`config.mk`:
```
export PLATFORM = sky130hd
export DESIGN_NAME = mmu_top
export DESIGN_NICKNAME = d
export VERILOG_FILES = /design/src/hw/mmu_pkg.sv /design/src/hw/access_check.sv /design/src/hw/bus_sequencer.sv /design/src/hw/mmu_top.sv /design/src/hw/page_reg_file.sv /design/src/hw/page_relocate.sv
export SDC_FILE = /design/constraint.sdc
export NUM_CORES = 1
export LEC_CHECK = 0
export BUFFER_PORTS_ARGS = -buffer_cell sky130_fd_sc_hd__buf_4
export CORE_UTILIZATION = 61
export CTS_BUF_LIST = sky130_fd_sc_hd__clkbuf_16
export DETAILED_ROUTE_END_ITERATION = 12
export PLACE_DENSITY = 0.88
export SLEW_MARGIN = 10
export SYNTH_ARGS = -nofsm -noshare
export SYNTH_HDL_FRONTEND = slang
export SYNTH_SLANG_ARGS = --single-unit
```
`constraint.sdc`:
```
create_clock -name clk -period 22 [get_ports clk]
set_clock_uncertainty 0.05 [all_clocks]
set_input_delay 1.1 -clock clk [delete_from_list [all_inputs] [get_ports clk]]
set_output_delay 1.1 -clock clk [all_outputs]
set_load 0.05 [all_outputs]
```
`src/hw/mmu_pkg.sv`:
```
//***********************************************************
// shared widths, register map, access codes and bus structs
// of the MMU, referred to by mmu_pkg:: names in every module
//***********************************************************
package mmu_pkg;

   localparam int VA_W  = 16;   // virtual address
   localparam int PA_W  = 22;   // physical address
   localparam int PAGES = 8;    // pages per mode, no I/D split

   // processor mode, supervisor codes count as invalid
   typedef logic [1:0] mode_t;
   localparam mode_t MODE_KERNEL = 2'b00;
   localparam mode_t MODE_USER   = 2'b11;

   //***********************************************************
   // register map, 22-bit physical addresses in octal
   //***********************************************************
   localparam logic [PA_W-1:0] KPDR_BASE = 22'o17772300;   // kernel PDR0-7
   localparam logic [PA_W-1:0] KPAR_BASE = 22'o17772340;   // kernel PAR0-7
   localparam logic [PA_W-1:0] UPDR_BASE = 22'o17777600;   // user PDR0-7
   localparam logic [PA_W-1:0] UPAR_BASE = 22'o17777640;   // user PAR0-7
   localparam logic [PA_W-1:0] MMR0_ADDR = 22'o17777572;
   localparam logic [PA_W-1:0] MMR3_ADDR = 22'o17772516;

   localparam logic [8:0] IOPAGE_TAG = 9'o777;   // top 8 KB of physical space

   // PDR access field, 000/011/111 not resident
   function automatic logic acc_nonres(input logic [2:0] acc);
      return (acc == 3'b000) || (acc == 3'b011) || (acc == 3'b111);
   endfunction

   // 001/010 read only, the rest read/write
   function automatic logic acc_rdonly(input logic [2:0] acc);
      return (acc == 3'b001) || (acc == 3'b010);
   endfunction

   // processor request, held stable for the whole cycle
   typedef struct packed {
      logic [VA_W-1:0] addr;    // virtual address
      logic            we;      // write cycle
      logic [1:0]      sel;     // byte enables
      logic [15:0]     wdata;
      mode_t           mode;    // current processor mode
   } cpu_req_t;

   // relocation result
   typedef struct packed {
      logic [PA_W-1:0] paddr;
      logic            iopage;  // bits 21:13 all ones
      logic            ram;     // below the top 256 KB
   } xlat_t;

   // access check result, MMR0 15:13 order
   typedef struct packed {
      logic nonres;
      logic length;
      logic rdonly;
   } fault_t;

   // current page, pdr in register bit format
   typedef struct packed {
      logic [15:0] par;
      logic [15:0] pdr;
   } page_desc_t;

endpackage

```
`src/hw/access_check.sv`:
```
//***********************************************************
// page fault flags from the current PDR, runs beside the
// relocation and is valid only with a strobe and mapping on
//***********************************************************
`timescale 1ns/1ps

module access_check (
   input  mmu_pkg::cpu_req_t    req_i,
   input  logic                 stb_i,
   input  mmu_pkg::page_desc_t  page_i,
   input  logic                 mmu_en_i,
   output mmu_pkg::fault_t      fault_o
);

   logic       active;    // mapped bus cycle in progress
   logic [6:0] va_blk;
   logic [6:0] plf;       // page length field
   logic       ed;        // 1 = page grows downward
   logic [2:0] acc;       // access control code
   logic       len_bad;

   assign active = mmu_en_i && stb_i;
   assign va_blk = req_i.addr[12:6];
   assign plf    = page_i.pdr[14:8];
   assign ed     = page_i.pdr[3];
   assign acc    = page_i.pdr[2:0];

   // upward pages end at plf, downward ones start there
   assign len_bad = ed ? (va_blk < plf) : (va_blk > plf);

   assign fault_o.nonres = active && mmu_pkg::acc_nonres(acc);
   assign fault_o.length = active && len_bad;
   assign fault_o.rdonly = active && req_i.we && mmu_pkg::acc_rdonly(acc);

endmodule

```
`src/hw/bus_sequencer.sv`:
```
//***********************************************************
// bus cycle control and MMR0, combines relocation and fault
// results into register cycles, memory strobes or an abort
//***********************************************************
`timescale 1ns/1ps

module bus_sequencer (
   input  logic                      clk,
   input  logic                      reset,
   input  mmu_pkg::cpu_req_t         req_i,
   input  logic                      cpu_stb_i,
   input  mmu_pkg::xlat_t            xlat_i,
   input  mmu_pkg::fault_t           fault_i,
   input  logic                      reg_hit_i,
   input  logic [15:0]               reg_rdata_i,
   input  logic                      mem_ack_i,
   input  logic [15:0]               mem_rdata_i,
   input  logic                      ack_abort_i,
   input  logic                      ifetch_i,
   output logic                      mmu_en_o,
   output logic                      reg_wr_en_o,
   output logic                      reg_rd_en_o,
   output logic                      cpu_ack_o,
   output logic [15:0]               cpu_rdata_o,
   output logic                      abort_o,
   output logic [mmu_pkg::PA_W-1:0]  mem_adr_o,
   output logic                      ram_stb_o,
   output logic                      iopage_stb_o
);

   typedef enum logic [2:0] {
      S_IDLE,    // wait for a strobe
      S_REG,     // register cycle, enables out
      S_REG2,    // read data held, ack next
      S_MEM,     // RAM or I/O page strobe out
      S_REPLY    // ack to the CPU
   } state_t;

   state_t         state;

   // MMR0 fields, bit 4 and 12:7 read 0
   logic           mmr0_en;
   logic [2:0]     mmr0_err;    // nonres, length, rdonly
   mmu_pkg::mode_t mmr0_mode;
   logic [2:0]     mmr0_page;
   logic [15:0]    mmr0_rd;

   logic abort_held;    // raised, waiting for ack_abort_i
   logic block_abort;   // enable write until next ifetch
   logic abort_now;
   logic mmr0_hit;
   logic reg_tgt;
   logic accept;

   assign mmr0_hit = xlat_i.iopage && (xlat_i.paddr[12:1] == mmu_pkg::MMR0_ADDR[12:1]);
   assign reg_tgt  = reg_hit_i || mmr0_hit;   // one of our own registers
   assign mmr0_rd  = {mmr0_err, 6'b000000, mmr0_mode, 1'b0, mmr0_page, mmr0_en};

   // abort is combinational on the first strobe cycle, then held
   assign abort_now = (state == S_IDLE) && cpu_stb_i && (|fault_i) && !block_abort;
   assign abort_o   = abort_now || abort_held;
   assign accept    = (state == S_IDLE) && cpu_stb_i && !abort_o;

   assign reg_wr_en_o = (state == S_REG) && req_i.we;
   assign reg_rd_en_o = (state == S_REG) && !req_i.we;
   assign mmu_en_o    = mmr0_en;

   //***********************************************************
   // cycle FSM
   //***********************************************************
   always_ff @(posedge clk) begin
      if (reset) begin
         state        <= S_IDLE;
         cpu_ack_o    <= 1'b0;
         ram_stb_o    <= 1'b0;
         iopage_stb_o <= 1'b0;
      end else begin
         case (state)
            S_IDLE: begin
               if (accept && reg_tgt) begin
                  state <= S_REG;
               end else if (accept) begin
                  ram_stb_o    <= xlat_i.ram;
                  iopage_stb_o <= !xlat_i.ram;   // outer bus gets the top 256 KB
                  state        <= S_MEM;
               end
            end
            S_REG:
               state <= S_REG2;
            S_REG2: begin
               cpu_ack_o <= 1'b1;
               state     <= S_REPLY;
            end
            S_MEM: begin
               if (mem_ack_i) begin   // slow memory just keeps us here
                  ram_stb_o    <= 1'b0;
                  iopage_stb_o <= 1'b0;
                  cpu_ack_o    <= 1'b1;
                  state        <= S_REPLY;
               end
            end
            S_REPLY: begin
               cpu_ack_o <= 1'b0;
               state     <= S_IDLE;
            end
            default:
               state <= S_IDLE;
         endcase
      end
   end

   // address and read data path
   always_ff @(posedge clk) begin
      if (accept)
         mem_adr_o <= xlat_i.paddr;
      if (state == S_REG)
         cpu_rdata_o <= mmr0_hit ? mmr0_rd : reg_rdata_i;
      else if ((state == S_MEM) && mem_ack_i)
         cpu_rdata_o <= mem_rdata_i;
   end

   //***********************************************************
   // MMR0 and abort control
   //***********************************************************
   always_ff @(posedge clk) begin
      if (reset) begin
         mmr0_en     <= 1'b0;
         mmr0_err    <= 3'b000;
         mmr0_mode   <= 2'b00;
         mmr0_page   <= 3'b000;
         abort_held  <= 1'b0;
         block_abort <= 1'b0;
      end else begin
         if (ifetch_i)
            block_abort <= 1'b0;
         if (ack_abort_i)
            abort_held <= 1'b0;
         else if (abort_now)
            abort_held <= 1'b1;
         // fault record, frozen until software clears 15:13
         if (abort_now && (mmr0_err == 3'b000)) begin
            mmr0_err  <= {fault_i.nonres, fault_i.length, fault_i.rdonly};
            mmr0_mode <= req_i.mode;
            mmr0_page <= req_i.addr[15:13];
         end
         if (reg_wr_en_o && mmr0_hit) begin
            if (req_i.sel[0]) begin
               mmr0_en     <= req_i.wdata[0];
               mmr0_mode   <= req_i.wdata[6:5];
               mmr0_page   <= req_i.wdata[3:1];
               block_abort <= req_i.wdata[0];   // no abort until next ifetch
            end
            if (req_i.sel[1])
               mmr0_err <= req_i.wdata[15:13];
         end
      end
   end

   assert property (@(posedge clk) disable iff (reset) !(ram_stb_o && iopage_stb_o))
      else $error("bus_sequencer: RAM and I/O page strobes together");
   assert property (@(posedge clk) disable iff (reset)
                    !(abort_o && (ram_stb_o || iopage_stb_o)))
      else $error("bus_sequencer: abort during a memory strobe");

endmodule

```
`src/hw/mmu_top.sv`:
```
//***********************************************************
// MMU top level, register file, relocation, access check
// and bus sequencer wired between the CPU and memory
//***********************************************************
`timescale 1ns/1ps

module mmu_top #(
   parameter bit RESET_MMR3_22 = 1'b0   // 22-bit mode out of reset
) (
   input  logic                      clk,
   input  logic                      reset,
   input  mmu_pkg::cpu_req_t         cpu_req_i,
   input  logic                      cpu_stb_i,
   input  logic                      ack_abort_i,
   input  logic                      ifetch_i,
   input  logic                      mem_ack_i,
   input  logic [15:0]               mem_rdata_i,
   output logic                      cpu_ack_o,
   output logic                      abort_o,
   output logic [15:0]               cpu_rdata_o,
   output logic [mmu_pkg::PA_W-1:0]  mem_adr_o,
   output logic                      ram_stb_o,
   output logic                      iopage_stb_o
);

   mmu_pkg::page_desc_t page;     // current PAR/PDR
   mmu_pkg::xlat_t      xlat;
   mmu_pkg::fault_t     fault;
   logic                mmu_en;   // MMR0 bit 0
   logic                mmu22;    // MMR3 bit 4, qualified
   logic                reg_hit;
   logic [15:0]         reg_rdata;
   logic                reg_wr_en;
   logic                reg_rd_en;

   page_reg_file #(
      .RESET_MMR3_22 (RESET_MMR3_22)
   ) u_page_reg_file (
      .clk         (clk),
      .reset       (reset),
      .req_i       (cpu_req_i),
      .mmu_en_i    (mmu_en),
      .paddr_i     (xlat.paddr),
      .reg_wr_en_i (reg_wr_en),
      .reg_rd_en_i (reg_rd_en),
      .page_o      (page),
      .reg_hit_o   (reg_hit),
      .reg_rdata_o (reg_rdata),
      .mmu22_o     (mmu22)
   );

   // relocation and checking side by side on the same page
   page_relocate u_page_relocate (
      .req_i    (cpu_req_i),
      .page_i   (page),
      .mmu_en_i (mmu_en),
      .mmu22_i  (mmu22),
      .xlat_o   (xlat)
   );

   access_check u_access_check (
      .req_i    (cpu_req_i),
      .stb_i    (cpu_stb_i),
      .page_i   (page),
      .mmu_en_i (mmu_en),
      .fault_o  (fault)
   );

   bus_sequencer u_bus_sequencer (
      .clk          (clk),
      .reset        (reset),
      .req_i        (cpu_req_i),
      .cpu_stb_i    (cpu_stb_i),
      .xlat_i       (xlat),
      .fault_i      (fault),
      .reg_hit_i    (reg_hit),
      .reg_rdata_i  (reg_rdata),
      .mem_ack_i    (mem_ack_i),
      .mem_rdata_i  (mem_rdata_i),
      .ack_abort_i  (ack_abort_i),
      .ifetch_i     (ifetch_i),
      .mmu_en_o     (mmu_en),
      .reg_wr_en_o  (reg_wr_en),
      .reg_rd_en_o  (reg_rd_en),
      .cpu_ack_o    (cpu_ack_o),
      .cpu_rdata_o  (cpu_rdata_o),
      .abort_o      (abort_o),
      .mem_adr_o    (mem_adr_o),
      .ram_stb_o    (ram_stb_o),
      .iopage_stb_o (iopage_stb_o)
   );

endmodule

```
`src/hw/page_reg_file.sv`:
```
//***********************************************************
// kernel and user PAR/PDR sets plus MMR3, register access
// and combinational lookup of the page in use
//***********************************************************
`timescale 1ns/1ps

module page_reg_file #(
   parameter bit RESET_MMR3_22 = 1'b0   // MMR3 bit 4 after reset
) (
   input  logic                         clk,
   input  logic                         reset,
   input  mmu_pkg::cpu_req_t            req_i,
   input  logic                         mmu_en_i,
   input  logic [mmu_pkg::PA_W-1:0]     paddr_i,
   input  logic                         reg_wr_en_i,
   input  logic                         reg_rd_en_i,
   output mmu_pkg::page_desc_t          page_o,
   output logic                         reg_hit_o,
   output logic [15:0]                  reg_rdata_o,
   output logic                         mmu22_o
);

   localparam int IDX_W = $clog2(2 * mmu_pkg::PAGES);

   // index is {user, page}
   logic [15:0] par_mem [2*mmu_pkg::PAGES];
   logic [10:0] pdr_mem [2*mmu_pkg::PAGES];   // {plf, ed, acc}
   logic        mmr3_22;                      // 22-bit mapping enable

   logic             kpdr_hit, kpar_hit, updr_hit, upar_hit, mmr3_hit;
   logic             par_sel, pdr_sel;
   logic [IDX_W-1:0] reg_idx;    // register being accessed
   logic [IDX_W-1:0] page_idx;   // page in use by the request
   logic             mode_ok;

   // stored fields back into the PDR layout
   function automatic logic [15:0] pdr_word(input logic [10:0] f);
      return {1'b0, f[10:4], 4'b0000, f[3:0]};
   endfunction

   //***********************************************************
   // address decode, eight words per register set
   //***********************************************************
   assign kpdr_hit = (paddr_i[21:4] == mmu_pkg::KPDR_BASE[21:4]);
   assign kpar_hit = (paddr_i[21:4] == mmu_pkg::KPAR_BASE[21:4]);
   assign updr_hit = (paddr_i[21:4] == mmu_pkg::UPDR_BASE[21:4]);
   assign upar_hit = (paddr_i[21:4] == mmu_pkg::UPAR_BASE[21:4]);
   assign mmr3_hit = (paddr_i[21:1] == mmu_pkg::MMR3_ADDR[21:1]);

   assign par_sel   = kpar_hit || upar_hit;
   assign pdr_sel   = kpdr_hit || updr_hit;
   assign reg_hit_o = par_sel || pdr_sel || mmr3_hit;
   assign reg_idx   = {updr_hit || upar_hit, paddr_i[3:1]};   // word within the set

   // byte writes, PDR keeps plf/ed/acc only
   always_ff @(posedge clk) begin
      if (reg_wr_en_i && par_sel) begin
         if (req_i.sel[0]) par_mem[reg_idx][7:0]  <= req_i.wdata[7:0];
         if (req_i.sel[1]) par_mem[reg_idx][15:8] <= req_i.wdata[15:8];
      end
      if (reg_wr_en_i && pdr_sel) begin
         if (req_i.sel[0]) pdr_mem[reg_idx][3:0]  <= req_i.wdata[3:0];    // ed, acc
         if (req_i.sel[1]) pdr_mem[reg_idx][10:4] <= req_i.wdata[14:8];   // plf
      end
   end

   always_ff @(posedge clk) begin
      if (reset) begin
         mmr3_22 <= RESET_MMR3_22;
      end else if (reg_wr_en_i && mmr3_hit && req_i.sel[0]) begin
         mmr3_22 <= req_i.wdata[4];
      end
   end

   // read data only while the sequencer reads
   always_comb begin
      reg_rdata_o = '0;
      if (reg_rd_en_i) begin
         if (par_sel)
            reg_rdata_o = par_mem[reg_idx];
         else if (pdr_sel)
            reg_rdata_o = pdr_word(pdr_mem[reg_idx]);
         else if (mmr3_hit)
            reg_rdata_o = {11'b0, mmr3_22, 4'b0000};
      end
   end

   //***********************************************************
   // current page lookup
   //***********************************************************
   assign mode_ok  = (req_i.mode == mmu_pkg::MODE_KERNEL) ||
                     (req_i.mode == mmu_pkg::MODE_USER);
   assign page_idx = {req_i.mode == mmu_pkg::MODE_USER, req_i.addr[15:13]};

   assign page_o.par = mode_ok ? par_mem[page_idx] : '0;
   assign page_o.pdr = mode_ok ? pdr_word(pdr_mem[page_idx]) : '1;   // all ones, nonresident

   assign mmu22_o = mmr3_22 && mmu_en_i;   // 22-bit only counts with mapping on

   // enables come from the sequencer, one kind per cycle
   assert property (@(posedge clk) disable iff (reset) !(reg_wr_en_i && reg_rd_en_i))
      else $error("page_reg_file: register read and write in one cycle");

endmodule

```
`src/hw/page_relocate.sv`:
```
//***********************************************************
// virtual to physical address, MMU off, 18-bit and 22-bit
// mapping from the current PAR, plus target flags
//***********************************************************
`timescale 1ns/1ps

module page_relocate (
   input  mmu_pkg::cpu_req_t    req_i,
   input  mmu_pkg::page_desc_t  page_i,
   input  logic                 mmu_en_i,
   input  logic                 mmu22_i,
   output mmu_pkg::xlat_t       xlat_o
);

   logic [6:0]               va_blk;   // block within the page
   logic [11:0]              blk18;    // 64-byte block, 18-bit mode
   logic [15:0]              blk22;    // 64-byte block, 22-bit mode
   logic [mmu_pkg::PA_W-1:0] paddr;

   assign va_blk = req_i.addr[12:6];

   assign blk18 = page_i.par[11:0] + {5'b00000, va_blk};
   assign blk22 = page_i.par + {9'b000000000, va_blk};

   always_comb begin
      if (!mmu_en_i) begin
         // unmapped, page 7 lands in the I/O page
         if (req_i.addr[15:13] == 3'b111)
            paddr = {6'b111111, req_i.addr};
         else
            paddr = {6'b000000, req_i.addr};
      end else if (mmu22_i) begin
         paddr = {blk22, req_i.addr[5:0]};
      end else if (blk18[11:7] == 5'b11111) begin
         paddr = {4'b1111, blk18, req_i.addr[5:0]};   // top 8 KB of 18-bit space
      end else begin
         paddr = {4'b0000, blk18, req_i.addr[5:0]};
      end
   end

   assign xlat_o.paddr  = paddr;
   assign xlat_o.iopage = (paddr[21:13] == mmu_pkg::IOPAGE_TAG);
   assign xlat_o.ram    = (paddr[21:18] != 4'b1111);

endmodule

```
==> results.md <==
- Status: finished, final reports clean
- Power Density: 76.5 nW/um^2
- R2r endpoint: u_page_reg_file.pdr_mem[15][9]
- Synth Area in Simple Gates: 0.0626
- Rel. slew slack: 0.139
- Clock slew at reported path FFs: 0.06 ns
- CTS tree: built
- Initial DRC Count: 2544
- Clock Power Share: 0.392
- Critical path required time: 22.12 ns
- Combinational Power Share: 0.100
- Syn_area_per_cell: 17.2 um^2
- First-pass GRT wire length: 97000 um
- Starting Density: 0.618
- DRT Pass-1 Iters: 6
- Post-synth cell types: 84
- Core Region: 38600 um^2
- Flops & latches, synth: 488
- Hold Crit Endpoint: u_bus_sequencer.cpu_ack_o
- Mux share of post-synthesis cell area: 0.245
- Total Routed Length: 66500 um
- Num rows: 72
- Minimum clock period: 7.95 ns
- Commonest non-fill, non-tap cell in the layout: edfxtp_1
- Vias: 15.1k
- DRC viols: 0
- Max Clk Rate: 0.126 GHz
- Ys async rst share: 0
- Reg power frac: 0.508
- CP Launch Type: input port
- Endpoints failing hold: 0
- Post-CTS Setup Bufs: 0
- R2R Setup Slk: 15.20 ns
- Post-CTS sizing: 0
- Syn Nets: 1461
- CTS Hold Buffers Added: 0
- Origin of the critical flop-to-flop path: u_page_reg_file.par_mem[7][0]
- Worst Hold Launch: u_bus_sequencer.cpu_ack_o
- CTS Buffer Depth: 3
- Setup Viol. Count Final: 0
- RSZ-0062 raised after global routing: false
- VDD IR max: 55.7 uV
- Port Buf Inserts: 100
- Post-place setup slack: 13.71 ns
- Routability Congestion: 0.969
- Period utilization: 0.361
- P_int: 1560 uW
- Synth Warn #: 0
- Vias in the first global route: 15.1k
- Slew Limit Fails: 0
- P&R area growth vs syn: 10.9%
- Final HPWL DP: 41300 um
- Hold path cells: 2
- Reg2Reg Depth: 17
- Sink Count: 488
- Post-Synth Adder-Cell Area: 0.00869
- GRT Util Overall: 0.342
- Critical path class: in2reg
- Leakage power: 0.00860 uW
- Compound-cell area share of the yosys netlist: 0.0484
- CP endpoint kind: flip-flop
- Top cell family by delay on the critical path: simple AND/OR/NAND/NOR gates
- # nets final: 1535
- I/O pins: 101
- Slowest cell on crit path: nor3_1
- Crit-path cells: buf_4 > buf_4 > mux4_2 > nor2b_1 > a211oi_1 > a21oi_1 > nand2_1 > inv_1 > ha_1 > a211oi_1 > o21bai_1 > a21o_1 > nand3_2 > o311ai_0 > nand4b_1 > or3_1 > nor2_1 > nand2_1 > nor3_1
- Worst Hold Class: reg2reg
- Routed Antenna Nets: 0
- Root buffer cell: clkbuf_16
- CP peak stage delay: 1.10 ns
- Average wire per standard cell: 33.0 um
- CP Max Fanout: 55
- Largest family of logic cells by synthesized area: multiplexers
- Antenna violations before repair: 2
- Worst-Margin Slew: 1.29 ns
- Post-Syn Instances: 1386
- Most frequent cells in the layout: edfxtp_1 (470), mux4_2 (224), buf_4 (123), nor2_1 (94), nand2_1 (57)
- Crit path buf inv count: 3
- Total congestion overflow: 0
- Share of post-route cells with drive strength above 1: 0.298
- Die area: 40000 um^2
- Slack of the critical path: 14.05 ns
- Post-Syn Area: 23900 um^2
- Register area share after synthesis: 0.606
- Vias per std cell: 7.52
- Critical path arrival: 8.07 ns
- Die Y: 200 um
- Top_reg_cell synth: edfxtp_1
- CTS H-tree lvls: 2
- Switching portion of total power: 0.231
- Xor/xnor cell area share of the yosys netlist: 0.00366
- Largest net degree at the start of global routing: 76
- Die width: 200 um
- TritonCTS Buffers: 47
- Psw: 468 uW
- Clock Latency Late Sink: 0.57 ns
- EDFF count, synth: 470
- Setup TNS: 0 ns
- Max-cap violations: 0
==> power groups by stage <==
stage / clock network, uW / logic (uW) / registers [uW]
final: 796 / 203 / 1030
after global routing: 828 / 211 / 1030
after CTS: 796 / 198 / 1030
after detailed placement: 0 / 196 / 1050
after global placement: 0 / 191 / 1050
after floorplan: 0 / 112 / 1070
==> state kept, by name, indices dropped and copies added (netlist names), 2 cells and up <==
register                     cells
u_page_reg_file.par_mem        256
u_page_reg_file.pdr_mem        176
u_bus_sequencer.mem_adr_o       22
u_bus_sequencer.cpu_rdata_o     16
u_bus_sequencer.mmr0_err         3
u_bus_sequencer.mmr0_page        3
u_bus_sequencer.state            3
u_bus_sequencer.mmr0_mode        2
==> logic make-up (layout without fill, tap and decap cells) <==
group	after synthesis	count (layout)
AOI/OAI and AO/OA	150	150
xor gates and xnor gates	10	10
adders and majority gates	16	16
buffers and inverters	119	228
DFF	488	488
muxes	298	298
other	0	2
and+or+nand+nor	305	305
==> layout make-up <==
| class | instances | area, um^2 |
|---|---|---|
| sequential | 488 | 14500 |
| fill | 2274 | 12200 |
| multi-input combinational | 779 | 8860 |
| clock buffer | 49 | 1230 |
| timing repair buffer | 125 | 946 |
| tap | 518 | 648 |
| clock inverter | 35 | 270 |
| inverter | 19 | 71.3 |
| antenna | 2 | 5.00 |
==> cells in the mapped netlist, types with 8 or more instances <==
library cell | instances | area share
nand2b_1 | 8 | 0.0021
and2_1 | 14 | 0.0037
or3_1 | 15 | 0.0039
nand2_1 | 57 | 0.0090
o21a_1 | 9 | 0.0028
a22oi_1 | 24 | 0.0075
nor2_1 | 96 | 0.015
a21oi_1 | 21 | 0.0044
buf_6 | 11 | 0.0052
buf_2 | 12 | 0.0025
mux4_2 | 224 | 0.21
ha_1 | 15 | 0.0079
nor2b_1 | 13 | 0.0034
buf_4 | 8 | 0.0025
edfxtp_1 | 470 | 0.59
mux2_2 | 8 | 0.0038
nor3_1 | 51 | 0.011
a21o_1 | 8 | 0.0025
clkbuf_1 | 55 | 0.0086
mux2i_1 | 55 | 0.023
a211oi_1 | 14 | 0.0044
nand3_1 | 13 | 0.0027
a31oi_1 | 16 | 0.0042
inv_1 | 17 | 0.0027
dfxtp_1 | 18 | 0.015
==> worst min-delay path: stages (launching register included) <==
cell and delay (ns):
dfxtp_1 0.32, o21ai_0 0.08, a211oi_1 0.07
==> stage by stage <==
step | cells | utilization | instance area (um^2) | hold WS (ns) | power [uW]
finish | 2015 | 0.686 | 26500 | 0.468 | 2030
global route | 2014 | 0.686 | 26500 | 0.488 | 2070
CTS | 2013 | 0.685 | 26500 | 0.463 | 2020
detailed placement | 1929 | 0.646 | 25000 | 0.432 | 1250
global placement | 1929 | 0.646 | 25000 | 0.419 | 1240
floorplan | 1386 | - | 23900 | 0.395 | 1180
==> routing by layer <==
metal  up-vias  GRT usage  part of all wire
met1      7487      0.443              0.33
met2      1451      0.535              0.47
li1       5919          -                 -
met5         -          0           0.00015
met4         2      0.157             0.051
met3       284      0.106              0.15
==> worst max path at each step <==
stage                  start                              end  cells after the start
6_report       cpu_req_i[35]   u_page_reg_file.pdr_mem[15][9]                     19
5_1_grt        cpu_req_i[35]   u_page_reg_file.pdr_mem[15][8]                     19
4_1_cts        cpu_req_i[35]   u_page_reg_file.par_mem[10][2]                     19
3_5_place_dp   cpu_req_i[35]   u_page_reg_file.pdr_mem[14][7]                     16
3_3_place_gp   cpu_req_i[35]   u_page_reg_file.pdr_mem[14][7]                     17
2_1_floorplan  cpu_req_i[34]  u_page_reg_file.par_mem[14][10]                     24
(Power assumes the default switching activity.)
